[config.mk]
export PLATFORM = sky130hd
export DESIGN_NAME = cam_matchline
export DESIGN_NICKNAME = d
export VERILOG_FILES = /design/src/design/cam_match_pkg.sv /design/src/design/cam_pgsize_if.sv /design/src/design/cam_addr_compare.sv /design/src/design/cam_attr_compare.sv /design/src/design/cam_matchline.sv /design/src/design/cam_pgsize_decode.sv
export SDC_FILE = /design/constraint.sdc
export NUM_CORES = 1
export LEC_CHECK = 0
export ABC_AREA = 1
export BUFFER_PORTS_ARGS = -buffer_cell sky130_fd_sc_hd__buf_2
export CAP_MARGIN = 10
export CORE_AREA = 5 5 67 69
export DETAILED_ROUTE_END_ITERATION = 7
export DIE_AREA = 0 0 72 74
export PLACE_DENSITY = 0.88
export SYNTH_ARGS = -nofsm -noshare
export SYNTH_HDL_FRONTEND = slang
export SYNTH_SLANG_ARGS = --single-unit
[constraint.sdc]
create_clock -name vclk -period 3.5
set_input_delay 0.525 -clock vclk [all_inputs]
set_output_delay 0.525 -clock vclk [all_outputs]
set_load 0.02 [all_outputs]
[src/design/cam_match_pkg.sv]
// Translation CAM entry compare package with field widths, size codes and EPN bounds
package cam_match_pkg;

   // Field widths
   localparam int epn_w       = 52;
   localparam int size_w      = 3;
   localparam int num_pgsizes = 4;
   localparam int pid_w       = 8;
   localparam int thdid_w     = 4;

   // Bit 0 is the most significant bit of every field
   typedef logic [0:epn_w-1]       epn_t;
   typedef logic [0:size_w-1]      size_t;
   typedef logic [0:pid_w-1]       pid_t;
   typedef logic [0:thdid_w-1]     thdid_t;

   // One bit per page size above 4K, largest first
   //    0 = 1G, 1 = 16M, 2 = 1M, 3 = 64K
   typedef logic [0:num_pgsizes-1] pgmask_t;

   // Page-size codes of a stored entry
   // Every code not listed here means a 4K page
   localparam size_t size_1g  = 3'b110;
   localparam size_t size_16m = 3'b111;
   localparam size_t size_1m  = 3'b101;
   localparam size_t size_64k = 3'b011;

   // The upper segment can be masked off by addr_enable bit 1
   localparam int epn_hi_last  = 30;

   // Bits after epn_hi_last up to this one are compared for every size
   localparam int epn_mid_last = 33;

   // First EPN bit that falls inside the page offset of each size
   // Indexed like pgmask_t, so entry 0 belongs to 1G
   localparam int pg_lo_bit [0:num_pgsizes-1] = '{34, 40, 44, 48};

endpackage

[src/design/cam_pgsize_if.sv]
// Page-size mask bundle from the size decoder to the EPN comparator
interface cam_pgsize_if;
   import cam_match_pkg::*;

   // Entry page is at least as large as each size
   pgmask_t size_gte;

   // Entry page is exactly each size, used by the exclusion rule
   pgmask_t size_eq;

   modport src
   (
      output size_gte,
      output size_eq
   );

   modport sink
   (
      input size_gte,
      input size_eq
   );

endinterface

[src/design/cam_addr_compare.sv]
// EPN comparator with page-size masking and the exclusion-bit rule
module cam_addr_compare #(
   parameter int have_xbit = 1
) (
   input  cam_match_pkg::epn_t addr_in,
   input  cam_match_pkg::epn_t entry_epn,
   input  logic [0:1]          addr_enable,
   input  logic                entry_xbit,
   cam_pgsize_if.sink          pg,
   output logic                addr_match
);
   import cam_match_pkg::*;

   epn_t    epn_eq;
   logic    hi_match;
   logic    mid_match;
   pgmask_t seg_match;
   pgmask_t xbit_match;

   // Bitwise equality of lookup address and stored EPN
   assign epn_eq = ~(addr_in ^ entry_epn);

   // Upper bits can be left out of the compare by addr_enable bit 1
   assign hi_match = (&epn_eq[0:epn_hi_last]) | ~addr_enable[1];

   assign mid_match = &epn_eq[epn_hi_last+1:epn_mid_last];

   generate
      for (genvar i = 0; i < num_pgsizes; i++)
      begin : g_size
         // Each segment runs from this size's boundary to the next one
         localparam int next_i    = (i + 1 < num_pgsizes) ? i + 1 : i;
         localparam int seg_first = pg_lo_bit[i];
         localparam int seg_last  = (i + 1 < num_pgsizes) ? pg_lo_bit[next_i] - 1 : epn_w - 1;

         // Segment lies inside the page offset once the page is this big
         assign seg_match[i] = (&epn_eq[seg_first:seg_last]) | pg.size_gte[i];

         if (have_xbit != 0)
         begin : g_xbit
            // With xbit set the entry excludes every address whose offset bits
            // are a subset of the EPN bits, including the EPN itself
            assign xbit_match[i] = ~entry_xbit |
                                   ~pg.size_eq[i] |
                                   (|(addr_in[seg_first:epn_w-1] &
                                      ~entry_epn[seg_first:epn_w-1]));
         end
         else
         begin : g_no_xbit
            assign xbit_match[i] = 1'b1;
         end
      end
   endgenerate

   // addr_enable bit 0 low turns the whole address compare off
   assign addr_match = (hi_match &
                        mid_match &
                        (&seg_match) &
                        (&xbit_match)) |
                       ~addr_enable[0];

endmodule

[src/design/cam_attr_compare.sv]
// Attribute comparator for size, class, state, thread and PID fields of one entry
module cam_attr_compare (
   input  cam_match_pkg::size_t  comp_pgsize,
   input  cam_match_pkg::size_t  entry_size,
   input  logic                  pgsize_enable,
   input  logic [0:1]            comp_class,
   input  logic [0:1]            entry_class,
   input  logic [0:2]            class_enable,
   input  logic [0:1]            comp_extclass,
   input  logic [0:1]            entry_extclass,
   input  logic [0:1]            extclass_enable,
   input  logic [0:1]            comp_state,
   input  logic                  entry_hv,
   input  logic                  entry_ds,
   input  logic [0:1]            state_enable,
   input  cam_match_pkg::thdid_t comp_thdid,
   input  cam_match_pkg::thdid_t entry_thdid,
   input  logic [0:1]            thdid_enable,
   input  cam_match_pkg::pid_t   comp_pid,
   input  cam_match_pkg::pid_t   entry_pid,
   input  logic                  pid_enable,
   input  logic                  comp_invalidate,
   output logic                  attr_match
);

   logic exempt;
   logic pgsize_match;
   logic class_match;
   logic extclass_match;
   logic state_match;
   logic thdid_match;
   logic pid_match;

   // Unprotected entries skip the PID, full class and full thread compares
   // Protection (extclass bit 1) and invalidates both cancel the exemption
   assign exempt = ~entry_extclass[1] & ~comp_invalidate;

   assign pgsize_match = (comp_pgsize == entry_size) | ~pgsize_enable;

   assign class_match = ((comp_class[0] == entry_class[0]) | ~class_enable[0]) &
                        ((comp_class[1] == entry_class[1]) | ~class_enable[1]) &
                        ((comp_class == entry_class) | ~class_enable[2] | exempt);

   assign extclass_match = ((comp_extclass[0] == entry_extclass[0]) | ~extclass_enable[0]) &
                           ((comp_extclass[1] == entry_extclass[1]) | ~extclass_enable[1]);

   // State bit 0 is the hypervisor bit and state bit 1 the data-space bit
   assign state_match = ((comp_state[0] == entry_hv) | ~state_enable[0]) &
                        ((comp_state[1] == entry_ds) | ~state_enable[1]);

   // Enable bit 0 asks for a shared thread, enable bit 1 for the same thread set
   assign thdid_match = ((|(comp_thdid & entry_thdid)) | ~thdid_enable[0]) &
                        ((comp_thdid == entry_thdid) | ~thdid_enable[1] | exempt);

   assign pid_match = (comp_pid == entry_pid) | exempt | ~pid_enable;

   assign attr_match = pgsize_match &
                       class_match &
                       extclass_match &
                       state_match &
                       thdid_match &
                       pid_match;

endmodule

[src/design/cam_matchline.sv]
// Match line of one translation CAM entry, combining address, attributes and valid
module cam_matchline #(
   parameter int have_xbit    = 1,
   parameter int have_cmpmask = 1
) (
   input  cam_match_pkg::epn_t    addr_in,
   input  logic [0:1]             addr_enable,
   input  cam_match_pkg::size_t   comp_pgsize,
   input  logic                   pgsize_enable,
   input  cam_match_pkg::size_t   entry_size,
   input  cam_match_pkg::pgmask_t entry_cmpmask,
   input  logic                   entry_xbit,
   input  cam_match_pkg::pgmask_t entry_xbitmask,
   input  cam_match_pkg::epn_t    entry_epn,
   input  logic [0:1]             comp_class,
   input  logic [0:1]             entry_class,
   input  logic [0:2]             class_enable,
   input  logic [0:1]             comp_extclass,
   input  logic [0:1]             entry_extclass,
   input  logic [0:1]             extclass_enable,
   input  logic [0:1]             comp_state,
   input  logic                   entry_hv,
   input  logic                   entry_ds,
   input  logic [0:1]             state_enable,
   input  cam_match_pkg::thdid_t  entry_thdid,
   input  cam_match_pkg::thdid_t  comp_thdid,
   input  logic [0:1]             thdid_enable,
   input  cam_match_pkg::pid_t    entry_pid,
   input  cam_match_pkg::pid_t    comp_pid,
   input  logic                   pid_enable,
   input  logic                   entry_v,
   input  logic                   comp_invalidate,
   output logic                   match
);

   logic addr_match;
   logic attr_match;

   cam_pgsize_if pg_if ();

   cam_pgsize_decode #(
      .have_cmpmask (have_cmpmask)
   ) pgsize_decode_i (
      .entry_size     (entry_size),
      .entry_cmpmask  (entry_cmpmask),
      .entry_xbitmask (entry_xbitmask),
      .pg             (pg_if.src)
   );

   cam_addr_compare #(
      .have_xbit (have_xbit)
   ) addr_compare_i (
      .addr_in     (addr_in),
      .entry_epn   (entry_epn),
      .addr_enable (addr_enable),
      .entry_xbit  (entry_xbit),
      .pg          (pg_if.sink),
      .addr_match  (addr_match)
   );

   cam_attr_compare attr_compare_i (
      .comp_pgsize     (comp_pgsize),
      .entry_size      (entry_size),
      .pgsize_enable   (pgsize_enable),
      .comp_class      (comp_class),
      .entry_class     (entry_class),
      .class_enable    (class_enable),
      .comp_extclass   (comp_extclass),
      .entry_extclass  (entry_extclass),
      .extclass_enable (extclass_enable),
      .comp_state      (comp_state),
      .entry_hv        (entry_hv),
      .entry_ds        (entry_ds),
      .state_enable    (state_enable),
      .comp_thdid      (comp_thdid),
      .entry_thdid     (entry_thdid),
      .thdid_enable    (thdid_enable),
      .comp_pid        (comp_pid),
      .entry_pid       (entry_pid),
      .pid_enable      (pid_enable),
      .comp_invalidate (comp_invalidate),
      .attr_match      (attr_match)
   );

   // An invalid entry never matches
   assign match = addr_match & attr_match & entry_v;

endmodule

[src/design/cam_pgsize_decode.sv]
// Page-size decoder that builds size-at-least and size-equal masks for one entry
module cam_pgsize_decode #(
   parameter int have_cmpmask = 1
) (
   input  cam_match_pkg::size_t   entry_size,
   input  cam_match_pkg::pgmask_t entry_cmpmask,
   input  cam_match_pkg::pgmask_t entry_xbitmask,
   cam_pgsize_if.src              pg
);
   import cam_match_pkg::*;

   generate
      if (have_cmpmask == 0)
      begin : g_decode
         pgmask_t size_eq;
         pgmask_t size_gte;

         always_comb
         begin
            // Exact code match per size, 4K sets no bit at all
            size_eq[0] = (entry_size == size_1g);
            size_eq[1] = (entry_size == size_16m);
            size_eq[2] = (entry_size == size_1m);
            size_eq[3] = (entry_size == size_64k);

            // A page at least as big as a larger size is also at least as big as
            // every smaller one, so the chain runs from 1G down to 64K
            size_gte[0] = size_eq[0];
            for (int i = 1; i < num_pgsizes; i++)
            begin
               size_gte[i] = size_eq[i] | size_gte[i-1];
            end
         end

         assign pg.size_eq  = size_eq;
         assign pg.size_gte = size_gte;
      end
      else
      begin : g_cmpmask
         // Masks are precomputed when the entry is written
         // A cmpmask bit of 1 means the segment of that size takes part in the compare
         assign pg.size_gte = ~entry_cmpmask;
         assign pg.size_eq  = entry_xbitmask;
      end
   endgenerate

endmodule

==> qor.csv <==
stage,metric,value,unit
synthesis,ys_top_cells_by_area,"xnor2_1, ha_1, nand2_1",
detailed_routing,drc,0,
sta,finalCritPeriodShare,0.669,
global_routing,overflow,0,
detailed_routing,ant_nets,0,
worst_hold_path,hold_depth,3,
detailed_routing,first_pass_iters,4,
floorplanning,dieArea,0.00533,mm^2
synthesis,netlist_instances,234,
worst_setup_path,startpoint_type,input port,
synthesis,yosysWarnings,0,
sta,slew_headroom,0.804,
sta,rsz0062_at_grt,no,
synthesis,synth_top_area_frac,0.219,
sta,final-setup-viol-count,0,
worst_setup_path,cp.arrival,1.82,ns
final_layout,drive_gt1_frac,0.435,
place,numPortBuffers,171,
global_routing,grt_usage,0.159,
synthesis,syn-num-nets,426,
job,cap_viol_max_count,0,
final_layout,layout.nets,599,
sta,hold_viol_final,0,
sta,slew_viol_final,0,
detailed_routing,vias,1947,
detailed_routing,drt-initial-drc-count,30,
clock_tree,cts_hold_buf,0,
worst_setup_path,endpoint,match,
sta,finalSetupTns,0,ns
worst_setup_path,critical_path.max_fanout,1,
global_routing,grt_start_max_net_pins,5,
floorplanning,rows,23,
synthesis,synth_top_area_cell,xnor2_1,
power_and_ir_drop,powerDensity,99.0,mW/mm^2
power_and_ir_drop,vdd_drop_max,0.0591,mV
final_layout,num-clock-buffers,0,
floorplanning,core_area,0.00386,mm^2
synthesis,seq_area_frac_synth,0,
global_routing,grt_pass1_vias,1926,
detailed_routing,avgViaCountPerCell,4.28,
clock_tree,cts_resized,0,
floorplanning,io_pins,171,
worst_setup_path,required,2.97,ns
final_layout,diodes,0,
sta,max_freq,427,MHz
floorplanning,die_h,74,um
worst_setup_path,max_stage_delay,0.28,ns
worst_setup_path,cp_slowest_cell,ha_1,
place,gp_congestion,0.874,
final_layout,fillCellCount,364,
final_layout,syn2layout_area_growth,69.4,%
worst_setup_path,path_class,input port to output port,
sta,worst_slew_pin_slew,0.292,ns
power_and_ir_drop,power.leakage,1.41,nW
final_layout,numSequentialCells,0,
worst_setup_path,path_cells,buf_2 > inv_1 > ha_1 > nand4_1 > o21ai_0 > nand4_1 > nor2_1 > nand3_2 > a21oi_2 > buf_2,
final_layout,register_area,0,um^2
global_routing,grt_pass1_wl,7110,um
worst_hold_path,hold_path.class,input port to output port,
sta,fin_crit,2.34,ns
synthesis,syn_area,0.00132,mm^2
floorplanning,die_x,72,um
place,dp_hpwl,4690,um
clock_tree,postCtsSetupBuffers,0,
synthesis,syn_area_per_cell,5.65,um^2
worst_setup_path,crit_path_end_kind,output port,
detailed_routing,routed_wl,4760,um
final_layout,post-route-util,0.581,
worst_setup_path,cp-startpoint,entry_epn[15],
synthesis,synth_cell_type_count,19,
detailed_routing,routedWlPerCell,10.5,um
global_routing,antenna_found_initial,0,
floorplanning,initial_core_util,0.343,
status,outcome,completed,
## worst min-delay path by stage
stage	end	startpoint	slack [ns]
detailed placement	match	addr_enable[0]	1.36
global route	match	addr_enable[0]	1.37
finish	match	addr_enable[0]	1.35
CTS	match	addr_enable[0]	1.36
global placement	match	addr_enable[0]	1.36
floorplan	match	addr_enable[0]	1.13
## placed cells by master, fill, tap and decap left out, drive strengths merged
master,Yosys,final
buf,0,171
nand2,73,73
inv,40,40
xnor2,33,33
nor2,31,31
ha,22,22
nand3,8,8
nand4,7,7
o21ai,5,5
or2,5,5
xor2,3,3
nor4,2,2
nor3,1,1
a31oi,1,1
o22ai,1,1
o21a,1,1
a21oi,1,1
## worst max-delay path, delay by kind of cell
family                     cells  cell delay (ns)
adders and majority gates      1             0.28
buffers and inverters          3             0.29
and+or+nand+nor                4             0.45
AOI/OAI and AO/OA              2             0.29
## area by class of cell
type,count,area (um^2),area share
tap,50,62.6,0.0279
multi-input combinational,194,1170,0.523
inverter,40,150,0.0670
timing repair buffer,171,856,0.382
## Yosys cell counts
library cell	number
a21oi_2	1
inv_1	40
nand3_2	1
xnor2_1	33
nand3_1	7
nand2_1	73
nor3_1	1
nand4_1	7
or2_2	3
a31oi_1	1
nor4_1	2
o21ai_0	3
o22ai_1	1
o21ai_1	2
nor2_1	31
ha_1	22
o21a_1	1
or2_1	2
xor2_1	3
## routing by layer
layer  track usage  part of all wire  vias up
li1              -                 -     1064
met1         0.164              0.36      784
met2         0.340              0.53       99
met3        0.0338              0.11        0
met4       0.00418                 0        0
met5             0                 0        -
## power by group
part           switching (W)  internal, W
clock                      0            0
sequential                 0            0
combinational      0.0000924     0.000130
total              0.0000924     0.000130
## metrics by stage
step	hold slack (ns)	instance area, um^2	setup WS, ns	std cells	power [W]
detailed placement	1.36	2240	1.12	455	0.000225
global placement	1.36	2240	1.21	455	0.000217
global route	1.37	2240	1.01	455	0.000253
CTS	1.36	2240	1.12	455	0.000226
floorplan	1.13	1320	1.43	234	0.000103
finish	1.35	2240	1.16	455	0.000222
## kinds of logic after synthesis
logic type | share of synthesized area
adder cells (fa/ha/maj) | 0.208
AO/OA/AOI/OAI | 0.0407
buffers and inverters | 0.114
AND/OR/NAND/NOR | 0.399
XOR/XNOR | 0.238
(Power assumes the default switching activity.)
